===== src/source/rw_gen_pkg.sv =====
package rw_gen_pkg;

    // --------------------
    // Field types
    // --------------------
    typedef logic [31:0] data_t;
    typedef logic [31:0] addr_t;
    typedef logic [3:0]  module_id_t;
    typedef logic [7:0]  seq_t;
    typedef logic [15:0] word_count_t;

    // Module ID stamped on outgoing requests
    localparam module_id_t gen_module_id = 4'd1;

    typedef enum logic [1:0] {
        CMD_MEM_READ = 2'd0,
        CMD_ENGINE   = 2'd1
    } cmd_e;

    typedef enum logic {
        BUF_ENGINE_SETUP = 1'b0,
        BUF_ENGINE_DATA  = 1'b1
    } buffer_e;

    // Job FSM of the decode stage
    typedef enum logic [2:0] {
        DEC_RESET       = 3'd0,
        DEC_IDLE        = 3'd1,
        DEC_SETUP       = 3'd2,
        DEC_WAIT_CONFIG = 3'd3,
        DEC_BUSY        = 3'd4,
        DEC_PAUSE       = 3'd5,
        DEC_DRAIN       = 3'd6,
        DEC_DONE        = 3'd7
    } decode_state_e;

    // --------------------
    // Packets
    // --------------------
    typedef struct packed {
        module_id_t from_id;
        module_id_t to_id;
        seq_t       seq;
    } route_t;

    typedef struct packed {
        data_t   data;
        addr_t   address;
        route_t  route;
        cmd_e    cmd;
        buffer_e buffer;
    } payload_t;

    typedef struct packed {
        logic     valid;
        payload_t payload;
    } packet_t;

    // --------------------
    // Job setup
    // --------------------
    typedef struct packed {
        addr_t      array_pointer;
        logic [1:0] granularity_shift;
        logic       mode_counter;
        module_id_t route_to;
    } config_param_t;

    typedef struct packed {
        logic          valid;
        config_param_t param;
    } config_t;

    typedef struct packed {
        logic        valid;
        word_count_t word_count;
    } descriptor_t;

endpackage


===== src/source/rw_sync_fifo.sv =====
`timescale 1ns/1ps

module rw_sync_fifo #(
    parameter int  FIFO_DEPTH   = 16,
    parameter int  PROG_THRESH  = 8,
    parameter type payload_type = logic [7:0]
) (
    input  logic        ap_clk,
    input  logic        areset_generator,
    input  logic        push,
    input  logic        pop,
    input  payload_type din,
    output payload_type dout,
    output logic        dout_valid,
    output logic        empty,
    output logic        prog_full
);

    localparam int PTR_W = (FIFO_DEPTH > 1) ? $clog2(FIFO_DEPTH) : 1;
    localparam int CNT_W = $clog2(FIFO_DEPTH + 1);

    payload_type      mem [FIFO_DEPTH];
    logic [PTR_W-1:0] wr_ptr;
    logic [PTR_W-1:0] rd_ptr;
    logic [CNT_W-1:0] count;
    logic             full;
    logic             do_push;
    logic             do_pop;

    // Pointer wrap for any depth, not only powers of two
    function automatic logic [PTR_W-1:0] next_ptr(input logic [PTR_W-1:0] ptr);
        return (ptr == PTR_W'(FIFO_DEPTH - 1)) ? '0 : ptr + 1'b1;
    endfunction

    assign full      = (count == CNT_W'(FIFO_DEPTH));
    assign empty     = (count == '0);
    assign prog_full = (count >= CNT_W'(PROG_THRESH));

    // Writes into a full buffer are dropped
    assign do_push = push & ~full;
    assign do_pop  = pop & ~empty;

    always_ff @(posedge ap_clk) begin
        if (areset_generator) begin
            wr_ptr     <= '0;
            rd_ptr     <= '0;
            count      <= '0;
            dout_valid <= 1'b0;
        end
        else begin
            dout_valid <= do_pop;
            if (do_push) begin
                wr_ptr <= next_ptr(wr_ptr);
            end
            if (do_pop) begin
                rd_ptr <= next_ptr(rd_ptr);
            end
            case ({do_push, do_pop})
                2'b10:   count <= count + 1'b1;
                2'b01:   count <= count - 1'b1;
                default: count <= count;
            endcase
        end
    end

    // Storage and registered read port
    always_ff @(posedge ap_clk) begin
        if (do_push) begin
            mem[wr_ptr] <= din;
        end
        if (do_pop) begin
            dout <= mem[rd_ptr];
        end
    end

endmodule


===== src/source/rw_config_decode.sv =====
`timescale 1ns/1ps

module rw_config_decode (
    input  logic                      ap_clk,
    input  logic                      areset_generator,
    input  rw_gen_pkg::descriptor_t   descriptor,
    input  rw_gen_pkg::config_t       configure_in,
    input  logic                      word_taken,
    input  logic                      request_prog_full,
    input  logic                      drained,
    output logic                      configure_setup,
    output rw_gen_pkg::config_param_t cfg_param,
    output logic                      param_valid,
    output logic                      done
);

    rw_gen_pkg::decode_state_e state;
    rw_gen_pkg::decode_state_e next_state;
    rw_gen_pkg::word_count_t   remaining;
    logic                      last_word;
    logic                      job_start;

    // Final word of the job leaves the engine FIFO
    assign last_word = word_taken & (remaining == rw_gen_pkg::word_count_t'(1));
    assign job_start = descriptor.valid &
                       ((state == rw_gen_pkg::DEC_IDLE) || (state == rw_gen_pkg::DEC_DONE));

    // --------------------
    // Next state
    // --------------------
    always_comb begin
        next_state = state;
        case (state)
            rw_gen_pkg::DEC_RESET: begin
                next_state = rw_gen_pkg::DEC_IDLE;
            end
            rw_gen_pkg::DEC_IDLE, rw_gen_pkg::DEC_DONE: begin
                if (descriptor.valid) begin
                    next_state = rw_gen_pkg::DEC_SETUP;
                end
            end
            rw_gen_pkg::DEC_SETUP: begin
                next_state = rw_gen_pkg::DEC_WAIT_CONFIG;
            end
            rw_gen_pkg::DEC_WAIT_CONFIG: begin
                // Empty job skips straight to drain
                if (configure_in.valid && remaining == '0) begin
                    next_state = rw_gen_pkg::DEC_DRAIN;
                end
                else if (configure_in.valid) begin
                    next_state = rw_gen_pkg::DEC_BUSY;
                end
            end
            rw_gen_pkg::DEC_BUSY: begin
                if (last_word) begin
                    next_state = rw_gen_pkg::DEC_DRAIN;
                end
                else if (request_prog_full) begin
                    next_state = rw_gen_pkg::DEC_PAUSE;
                end
            end
            rw_gen_pkg::DEC_PAUSE: begin
                // A word may still slip out as prog_full drops
                if (last_word) begin
                    next_state = rw_gen_pkg::DEC_DRAIN;
                end
                else if (!request_prog_full) begin
                    next_state = rw_gen_pkg::DEC_BUSY;
                end
            end
            rw_gen_pkg::DEC_DRAIN: begin
                if (drained) begin
                    next_state = rw_gen_pkg::DEC_DONE;
                end
            end
            default: begin
                next_state = rw_gen_pkg::DEC_IDLE;
            end
        endcase
    end

    // --------------------
    // State and outputs
    // --------------------
    always_ff @(posedge ap_clk) begin
        if (areset_generator) begin
            state           <= rw_gen_pkg::DEC_RESET;
            configure_setup <= 1'b0;
            param_valid     <= 1'b0;
            done            <= 1'b0;
            cfg_param       <= '0;
        end
        else begin
            state           <= next_state;
            configure_setup <= (next_state == rw_gen_pkg::DEC_SETUP);
            param_valid     <= (next_state == rw_gen_pkg::DEC_BUSY) ||
                               (next_state == rw_gen_pkg::DEC_PAUSE);
            done            <= (next_state == rw_gen_pkg::DEC_DONE);
            if (state == rw_gen_pkg::DEC_WAIT_CONFIG && configure_in.valid) begin
                cfg_param <= configure_in.param;
            end
        end
    end

    // Words still owed by the running job
    always_ff @(posedge ap_clk) begin
        if (job_start) begin
            remaining <= descriptor.word_count;
        end
        else if (word_taken) begin
            remaining <= remaining - 1'b1;
        end
    end

endmodule


===== src/source/rw_address_execute.sv =====
`timescale 1ns/1ps

module rw_address_execute #(
    parameter int FIFO_DEPTH  = 16,
    parameter int PROG_THRESH = 8
) (
    input  logic                      ap_clk,
    input  logic                      areset_generator,
    input  rw_gen_pkg::packet_t       response_engine_in,
    input  rw_gen_pkg::config_param_t cfg_param,
    input  logic                      param_valid,
    input  logic                      request_prog_full,
    output logic                      response_engine_prog_full,
    output logic                      word_taken,
    output logic                      exec_empty,
    output rw_gen_pkg::packet_t       issue
);

    rw_gen_pkg::payload_t word;
    logic                 word_valid;
    logic                 fifo_empty;
    logic                 pop;

    // One word in the stage at a time
    assign pop        = ~fifo_empty & param_valid & ~request_prog_full & ~word_valid;
    assign word_taken = pop;
    assign exec_empty = fifo_empty & ~word_valid & ~issue.valid;

    rw_sync_fifo #(
        .FIFO_DEPTH  (FIFO_DEPTH),
        .PROG_THRESH (PROG_THRESH),
        .payload_type(rw_gen_pkg::payload_t)
    ) u_engine_fifo (
        .ap_clk          (ap_clk),
        .areset_generator(areset_generator),
        .push            (response_engine_in.valid),
        .pop             (pop),
        .din             (response_engine_in.payload),
        .dout            (word),
        .dout_valid      (word_valid),
        .empty           (fifo_empty),
        .prog_full       (response_engine_prog_full)
    );

    // --------------------
    // Address kernel
    // --------------------
    always_ff @(posedge ap_clk) begin
        if (areset_generator) begin
            issue.valid <= 1'b0;
        end
        else begin
            issue.valid <= word_valid;
        end
    end

    always_ff @(posedge ap_clk) begin
        issue.payload.data          <= word.data;
        issue.payload.address       <= cfg_param.array_pointer +
                                       (word.data << cfg_param.granularity_shift);
        issue.payload.route.from_id <= rw_gen_pkg::gen_module_id;
        issue.payload.route.to_id   <= cfg_param.route_to;
        issue.payload.route.seq     <= word.route.seq;
        issue.payload.cmd           <= rw_gen_pkg::CMD_MEM_READ;
        issue.payload.buffer        <= word.buffer;
    end

endmodule


===== src/source/rw_request_result.sv =====
`timescale 1ns/1ps

module rw_request_result #(
    parameter int FIFO_DEPTH    = 16,
    parameter int PROG_THRESH   = 8,
    parameter int COUNTER_WIDTH = 16
) (
    input  logic                ap_clk,
    input  logic                areset_generator,
    input  rw_gen_pkg::packet_t issue,
    input  rw_gen_pkg::packet_t response_memory_in,
    input  logic                request_memory_ready,
    input  logic                mode_counter,
    input  logic                exec_empty,
    output rw_gen_pkg::packet_t request_memory_out,
    output rw_gen_pkg::packet_t request_engine_out,
    output logic                request_prog_full,
    output logic                drained
);

    rw_gen_pkg::payload_t     req_dout;
    logic                     req_dout_valid;
    logic                     req_empty;
    logic                     req_pop;
    logic [COUNTER_WIDTH-1:0] outstanding;
    logic                     outstanding_zero;
    rw_gen_pkg::payload_t     relabel;

    // --------------------
    // Request queue
    // --------------------
    assign req_pop = request_memory_ready & ~req_empty;

    rw_sync_fifo #(
        .FIFO_DEPTH  (FIFO_DEPTH),
        .PROG_THRESH (PROG_THRESH),
        .payload_type(rw_gen_pkg::payload_t)
    ) u_request_fifo (
        .ap_clk          (ap_clk),
        .areset_generator(areset_generator),
        .push            (issue.valid),
        .pop             (req_pop),
        .din             (issue.payload),
        .dout            (req_dout),
        .dout_valid      (req_dout_valid),
        .empty           (req_empty),
        .prog_full       (request_prog_full)
    );

    assign request_memory_out = '{valid: req_dout_valid, payload: req_dout};

    // Requests issued minus responses forwarded
    always_ff @(posedge ap_clk) begin
        if (areset_generator) begin
            outstanding <= '0;
        end
        else begin
            case ({request_memory_out.valid, request_engine_out.valid})
                2'b10:   outstanding <= outstanding + 1'b1;
                2'b01:   outstanding <= outstanding - 1'b1;
                default: outstanding <= outstanding;
            endcase
        end
    end

    assign outstanding_zero = (outstanding == '0);

    // A word on its way out of the queue still counts as pending
    assign drained = req_empty & ~req_dout_valid & exec_empty &
                     (~mode_counter | outstanding_zero);

    // --------------------
    // Response relabelling
    // --------------------
    always_comb begin
        relabel     = response_memory_in.payload;
        relabel.cmd = rw_gen_pkg::CMD_ENGINE;
        if (response_memory_in.payload.route.to_id == rw_gen_pkg::gen_module_id) begin
            relabel.buffer = rw_gen_pkg::BUF_ENGINE_SETUP;
        end
        else begin
            relabel.buffer = rw_gen_pkg::BUF_ENGINE_DATA;
        end
    end

    always_ff @(posedge ap_clk) begin
        if (areset_generator) begin
            request_engine_out.valid <= 1'b0;
        end
        else begin
            request_engine_out.valid <= response_memory_in.valid;
        end
    end

    always_ff @(posedge ap_clk) begin
        request_engine_out.payload <= relabel;
    end

endmodule


===== src/source/rw_generator_top.sv =====
`timescale 1ns/1ps

module rw_generator_top #(
    parameter int FIFO_DEPTH    = 16,
    parameter int PROG_THRESH   = 8,
    parameter int COUNTER_WIDTH = 16
) (
    input  logic                    ap_clk,
    input  logic                    areset_generator,
    input  rw_gen_pkg::descriptor_t descriptor_in,
    output logic                    configure_setup,
    input  rw_gen_pkg::config_t     configure_in,
    input  rw_gen_pkg::packet_t     response_engine_in,
    output logic                    response_engine_prog_full,
    output rw_gen_pkg::packet_t     request_memory_out,
    input  logic                    request_memory_ready,
    input  rw_gen_pkg::packet_t     response_memory_in,
    output rw_gen_pkg::packet_t     request_engine_out,
    output logic                    done
);

    rw_gen_pkg::descriptor_t   descriptor_reg;
    rw_gen_pkg::config_t       configure_reg;
    rw_gen_pkg::packet_t       response_engine_reg;
    rw_gen_pkg::packet_t       response_memory_reg;
    logic                      ready_reg;

    rw_gen_pkg::config_param_t cfg_param;
    rw_gen_pkg::packet_t       issue;
    logic                      param_valid;
    logic                      word_taken;
    logic                      exec_empty;
    logic                      request_prog_full;
    logic                      drained;

    // --------------------
    // Input registers
    // --------------------
    always_ff @(posedge ap_clk) begin
        if (areset_generator) begin
            descriptor_reg.valid      <= 1'b0;
            configure_reg.valid       <= 1'b0;
            response_engine_reg.valid <= 1'b0;
            response_memory_reg.valid <= 1'b0;
            ready_reg                 <= 1'b0;
        end
        else begin
            descriptor_reg.valid      <= descriptor_in.valid;
            configure_reg.valid       <= configure_in.valid;
            response_engine_reg.valid <= response_engine_in.valid;
            response_memory_reg.valid <= response_memory_in.valid;
            ready_reg                 <= request_memory_ready;
        end
    end

    always_ff @(posedge ap_clk) begin
        descriptor_reg.word_count   <= descriptor_in.word_count;
        configure_reg.param         <= configure_in.param;
        response_engine_reg.payload <= response_engine_in.payload;
        response_memory_reg.payload <= response_memory_in.payload;
    end

    // --------------------
    // Decode, execute, result
    // --------------------
    rw_config_decode u_decode (
        .ap_clk           (ap_clk),
        .areset_generator (areset_generator),
        .descriptor       (descriptor_reg),
        .configure_in     (configure_reg),
        .word_taken       (word_taken),
        .request_prog_full(request_prog_full),
        .drained          (drained),
        .configure_setup  (configure_setup),
        .cfg_param        (cfg_param),
        .param_valid      (param_valid),
        .done             (done)
    );

    rw_address_execute #(
        .FIFO_DEPTH (FIFO_DEPTH),
        .PROG_THRESH(PROG_THRESH)
    ) u_execute (
        .ap_clk                   (ap_clk),
        .areset_generator         (areset_generator),
        .response_engine_in       (response_engine_reg),
        .cfg_param                (cfg_param),
        .param_valid              (param_valid),
        .request_prog_full        (request_prog_full),
        .response_engine_prog_full(response_engine_prog_full),
        .word_taken               (word_taken),
        .exec_empty               (exec_empty),
        .issue                    (issue)
    );

    rw_request_result #(
        .FIFO_DEPTH   (FIFO_DEPTH),
        .PROG_THRESH  (PROG_THRESH),
        .COUNTER_WIDTH(COUNTER_WIDTH)
    ) u_result (
        .ap_clk              (ap_clk),
        .areset_generator    (areset_generator),
        .issue               (issue),
        .response_memory_in  (response_memory_reg),
        .request_memory_ready(ready_reg),
        .mode_counter        (cfg_param.mode_counter),
        .exec_empty          (exec_empty),
        .request_memory_out  (request_memory_out),
        .request_engine_out  (request_engine_out),
        .request_prog_full   (request_prog_full),
        .drained             (drained)
    );

endmodule


===== config.mk =====
export PLATFORM = sky130hd
export DESIGN_NAME = rw_generator_top
export DESIGN_NICKNAME = d
export VERILOG_FILES = /design/src/source/rw_gen_pkg.sv /design/src/source/rw_sync_fifo.sv /design/src/source/rw_config_decode.sv /design/src/source/rw_address_execute.sv /design/src/source/rw_request_result.sv /design/src/source/rw_generator_top.sv
export SDC_FILE = /design/constraint.sdc
export NUM_CORES = 2
export LEC_CHECK = 0
export BUFFER_PORTS_ARGS = -buffer_cell sky130_fd_sc_hd__buf_2
export CORE_ASPECT_RATIO = 0.7
export CORE_MARGIN = 2
export CORE_UTILIZATION = 30
export DETAILED_ROUTE_END_ITERATION = 10
export GPL_TIMING_DRIVEN = 1
export PLACE_DENSITY = 0.47
export REMOVE_ABC_BUFFERS = 1
export SYNTH_ARGS = -nofsm -noshare
export SYNTH_HDL_FRONTEND = slang
export SYNTH_SLANG_ARGS = --single-unit

===== constraint.sdc =====
create_clock -name ap_clk -period 18.7 [get_ports ap_clk]
set_input_delay 0.935 -clock ap_clk [delete_from_list [all_inputs] [get_ports ap_clk]]
set_output_delay 0.935 -clock ap_clk [all_outputs]
set_load 0.1 [all_outputs]

After elaboration in Yosys (flattened, before gate mapping)
Memories as Yosys holds them, arrays and structs flattened. A register that Yosys moved wholly into a read port is not among the register bits.
Cells that the tools add are included.
{"block": "classes", "addsub": 12, "multipliers": 0, "div": 0, "n_lt_le_gt_ge": 2, "n_eq_ne": 25, "shift": 1, "n_mux": 23, "n_bitwise": 25, "reduce_logical": 14}
{"op": "adder 32 bit", "count": 1}
{"op": "zero test 16 bit", "count": 2}
{"op": "two-way mux 16 bit", "count": 2}
{"op": "case mux 16 bit (2 select lines)", "count": 1}
{"op": "<< shifter 32 x 2 -> 32 bit", "count": 1}
{"op": "subtractor 16 x 1 -> 16 bit (second input constant)", "count": 2}
{"op": "two-way mux 3 bit", "count": 8}
{"op": "== test 3 bit (second input constant)", "count": 7}
{"op": "case mux 3 bit (7 select lines)", "count": 1}
{"op": "case mux 5 bit (2 select lines)", "count": 2}
{"op": "adder 16 x 1 -> 16 bit (second input constant)", "count": 1}
{"op": "adder 4 x 1 -> 4 bit (second input constant)", "count": 4}
{"op": "== test 16 x 1 -> 1 bit (second input constant)", "count": 1}
{"op": "== test 4 bit (second input constant)", "count": 4}
{"op": "two-way mux 4 bit", "count": 4}
{"op": "AND 1 bit", "count": 15}
{"op": "adder 5 x 1 -> 5 bit (second input constant)", "count": 2}
{"op": "== test 5 bit (second input constant)", "count": 2}
{"op": "greater-or-equal comparator 5 x 4 -> 1 bit (second input constant)", "count": 2}
{"op": "zero test 5 bit", "count": 2}
{"op": "subtractor 5 x 1 -> 5 bit (second input constant)", "count": 2}
{"op": "== test 3 x 2 -> 1 bit (second input constant)", "count": 3}
{"op": "inverter 1 bit", "count": 9}
{"op": "nonzero test 2 bit", "count": 4}
{"op": "10 further kinds", "count": 20}
{"block": "totals", "ff_bits": 494, "latchBits": 0, "ramBits": 2560, "rom_bits": 0, "out_inout_bits": 171, "n_memories": 2}
{"name": "u_execute.u_engine_fifo.mem", "words": 16, "word_bits": 83, "read_ports": 1, "rd_clocked_by_memory_dff": 1, "wr": 1, "line": "rw_sync_fifo.sv:22", "rtl": "payload_type mem [FIFO_DEPTH];"}
{"name": "u_result.u_request_fifo.mem", "words": 16, "word_bits": 77, "read_ports": 1, "rd_clocked_by_memory_dff": 1, "wr": 1, "line": "rw_sync_fifo.sv:22"}

Longest topological paths before layout
{"block": "depth", "depth_word": 10, "mapped_depth": 14}

Modules after synthesis
Synthesis repeated with hierarchy kept, for this count alone.
{"block": "unflattened", "cells_unflattened": 5644, "area_unflattened_um2": 120712.0}
{"mod": "rw_sync_fifo (u_execute.u_engine_fifo)", "instances": 1, "cells_each": 2216, "area_per_inst_um2": 53087.2, "seq_area_each_um2": 42650.9}
{"mod": "rw_sync_fifo (u_result.u_request_fifo)", "instances": 1, "cells_each": 2216, "area_per_inst_um2": 53055.9, "seq_area_each_um2": 42650.9}
{"mod": "rw_generator_top", "instances": 1, "cells_each": 231, "area_per_inst_um2": 4555.6, "seq_area_each_um2": 4524.3}
{"mod": "rw_address_execute", "instances": 1, "cells_each": 360, "area_per_inst_um2": 3993.8, "seq_area_each_um2": 1561.5}
{"mod": "rw_request_result", "instances": 1, "cells_each": 317, "area_per_inst_um2": 3413.3, "seq_area_each_um2": 1961.9}
{"mod": "rw_config_decode", "instances": 1, "cells_each": 304, "area_per_inst_um2": 2606.2, "seq_area_each_um2": 1381.3}

Worst setup path before layout
OpenSTA, ideal clock, no wires.
{"block": "synth_timing", "path_kind": "register -> register", "from": "register u_result.u_request_fifo.count[0]", "to": "memory u_result.u_request_fifo.mem[3][0] (netlist name), enable pin", "arrival_ns": 6.104, "path_slack_ns": 11.989, "path_stages_with_launch": 5, "n_path_buf": 0, "cell_sequence": "dfxtp_1 > or4_1 > o21a_1 > nand2_1 > nor3_1"}
{"block": "synth_via", "elab_chain_len": 5}
{"element": "from (decl)", "line": "rw_sync_fifo.sv:25", "rtl": "logic [CNT_W-1:0] count;"}
{"element": "from (signal assigned)", "line": "rw_sync_fifo.sv:59", "rtl": "2'b10: count <= count + 1'b1;"}
{"element": "from (signal assigned)", "line": "rw_sync_fifo.sv:60", "rtl": "2'b01: count <= count - 1'b1;"}
{"element": "from (signal assigned)", "line": "rw_sync_fifo.sv:61", "rtl": "default: count <= count;"}
{"element": "== test 5 bit", "line": "rw_sync_fifo.sv:35", "rtl": "assign full = (count == CNT_W'(FIFO_DEPTH));"}
{"element": "inverter 1 bit", "line": "rw_sync_fifo.sv:40", "rtl": "assign do_push = push & ~full;"}
{"element": "AND 1 bit", "line": "rw_sync_fifo.sv:40"}
{"element": "two-way mux 1 bit", "line": "rw_sync_fifo.sv:68", "rtl": "if (do_push) begin"}
{"element": "two-way mux 1 bit (implied by the code)", "line": "rw_sync_fifo.sv:69", "rtl": "mem[wr_ptr] <= din;"}
{"element": "to (decl)", "line": "rw_sync_fifo.sv:22"}
No other way between the ends.

==> summary.txt <==
status: complete, no violations
Initial Util: 30.10%
Setup Skew: 58.14 ps
max incr delay on CP: 870 ps
total CTS buffers: 247
via/cell ratio: 4.688
final setup violating endpoints: 0
vias in the first global route: 41920
worst r2r dst: u_result.u_request_fifo.dout[26]
root buffer cell: clkbuf_16
Fill cells: 27310
Most flops, register: u_result.u_request_fifo.mem
Fmax: 212.1 MHz
global-route wire length before repair: 313400 um
synthesis-to-layout area growth: 17.19%
largest net degree at the start of global routing: 123
synth top area cells: edfxtp_1 68%, mux4_2 16%, dfxtp_1 9.7%
worst setup path class: flip-flop to flip-flop
DRT Wirelength: 222500 um
worst r2r src: u_result.u_request_fifo.rd_ptr[0]
worst hold start: response_engine_in[3]
Die Ht: 459.4 um
reg2reg setup slack: 13990 ps
core area: 295200 um^2
Synth async-reset ratio: 0%
slowest cell on the critical path: dfxtp_4
Rel. slew slack: 30.23%
Critical Path Fanout Max: 93
sequential fraction of the synthesis area: 78.01%
gr ovfl total: 0
GRT Util Overall: 14.53%
post-route ant nets: 0
Largest regs: u_result.u_request_fifo.mem: 1232 flops, u_execute.u_engine_fifo.mem: 656 flops, u_result.request_engine_out: 82 flops
drt wl/cell: 25.55 um
layout cells sized above 1: 31.02%
CTS tree: yes
antenna violations before repair: 25
Die Width: 654.5 um
Via Count: 40830
Synth area leader: edfxtp_1
CP arrival: 5340 ps
Mapped Area: 88870 um^2
crit start category: flip-flop
setup_tns: 0 ps
Pwr Density: 108.0 nW/um^2
FF-to-FF path depth: 5
Worst-path clk slew: 60 ps
final hold slack: 98.27 ps
cell count after synthesis: 4045
Power Total: 11.25 mW
RSZ-0062 raised after global routing: no
Synth cell types: 63
synthesized flop and latch total: 2452
Hold Vio Cnt, Final: 0
Synth Warn #: 0
Final Max Slew Viols: 0
CP Data Required Time: 19320 ps
leakage power: 32.81 nW
worst slack at placement: 13840 ps
drt first pass iters: 7
final worst path period need: 4714 ps
Synth Flop Type: edfxtp_1
worst min path class: input port to flip-flop
post-route clock period utilization: 25.21%
max reg flops: 1232
total die area: 300700 um^2
GPL Wtd Cong: 0.7416
syn_area_per_cell: 21.97 um^2
Iter 0 DRT Violations: 3273
row count: 167
clk buf depth: 4
worst skew pair latency: 930 ps
Worst Setup SP: u_result.u_request_fifo.rd_ptr[0]
crit end category: flip-flop
maximum vdd drop: 0.07609 mV
critical path endpoint: u_result.u_request_fifo.dout[26]
# port buffers: 345
fin worst setup slack: 13990 ps
CTS Sinks: 2452
Synth top area share: 68.32%
MaxCap Viol Count: 0
IO Count: 399
Post-synth EDFFs: 2022
worst-margin pin slew: 1047 ps
number of setup buffers added after CTS: 0
CP Cell Sequence: buf_4 > buf_12 > buf_4 > mux4_2 > mux4_2
CTS Hold Buffers Added: 0
DRC Markers: 0
Placed Area: 95760 um^2
Post-DP HPWL: 116400 um
CTS-repair resized insts: 0
post-route cell area: 104200 um^2
Final nets: 4828
CTS H-tree depth: 4
-- cell usage after synthesis (all sizes together), types with 12 or more instances --
cell type and instances:
nor2 95, buf 71, clkbuf 117, a21o 23, xor2 25, xnor2 36
edfxtp 2022, ha 67, inv 35, nand3 12, nor3 33, o21ai 43
dfxtp 430, nor2b 21, o21a 14, nand2 150, a21oi 102, mux4 618
-- critical path, delay by kind of cell, from the launching register on --
family / cells / cell delay [ps]
flip-flops: 1 / 870
multiplexers: 2 / 1170
buffers and inverters: 3 / 2070
-- area by class of cell --
cell class	instances	area [um^2]	area share (%)
clock buffers	318	6764	6.494
well taps	3971	4969	4.771
diodes	2	5.005	0.004805
inverters	35	133.9	0.1285
repair buffers	417	2407	2.311
flip-flops and latches	2452	69360	66.59
multi-input cells	1376	18900	18.15
clock inverters	138	1617	1.552
-- power breakdown --
group | switching [mW] | total [mW] | leakage (nW) | internal, mW
sequential | 0.0400 | 5.94 | 21.8 | 5.90
combinational | 0.130 | 0.173 | 6.89 | 0.0433
clock | 2.16 | 5.13 | 4.11 | 2.97
-- kinds of logic after synthesis --
family,Yosys count,share of synthesized area (%)
adder cells (fa/ha/maj),71,1.033
AND/OR/NAND/NOR,367,1.854
multiplexers,624,15.73
flip-flops,2452,78.01
AO/OA/AOI/OAI,245,1.739
other,2,0.008450
buffers and inverters,223,1.022
XOR/XNOR,61,0.6012
-- worst min path at each step --
stage / end / slack [ps] / cells after the start
final: response_engine_reg[3] / 100 / 1
after global routing: configure_reg[23] / 40 / 1
after CTS: configure_reg[37] / 1 / 1
after detailed placement: u_result.request_engine_out[39] / 310 / 0
after global placement: u_result.request_engine_out[50] / 310 / 0
after floorplan: u_result.request_engine_out[10] / 310 / 0
-- layout by cell type (no fill, tap or decap), types with 11 or more instances in the layout --
master and instances:
a211oi_1 11, a21o_1 23, a21oi_1 102, buf_12 11, buf_2 344, buf_4 62, bufinv_16 30, clkbuf_1 42
clkbuf_16 252, clkbuf_8 20, clkinv_1 37, clkinv_2 33, dfxtp_1 421, edfxtp_1 2022, ha_1 67, inv_1 35
mux4_2 618, nand2_1 150, nand3_1 11, nor2_1 71, nor2_4 24, nor2b_1 21, nor3_1 24, o21a_1 14
o21ai_0 42, xnor2_1 36, xor2_1 25
-- metal layers --
| layer | up-vias | global-route usage [%] | wire [um] |
|---|---|---|---|
| met5 | - | 0 | 37 |
| met4 | 6 | 4.177 | 6005 |
| met3 | 300 | 2.331 | 10410 |
| met2 | 880 | 23.21 | 105100 |
| met1 | 22030 | 20.50 | 101000 |
| li1 | 17610 | - | - |
-- through the flow --
step           instances  utilization [%]
2_1_floorplan       3863                -
3_3_place_gp        8251            32.44
3_5_place_dp        8251            32.44
4_1_cts             8707            35.27
5_1_grt             8708            35.27
6_report            8709            35.28
(Power assumes the default switching activity.)
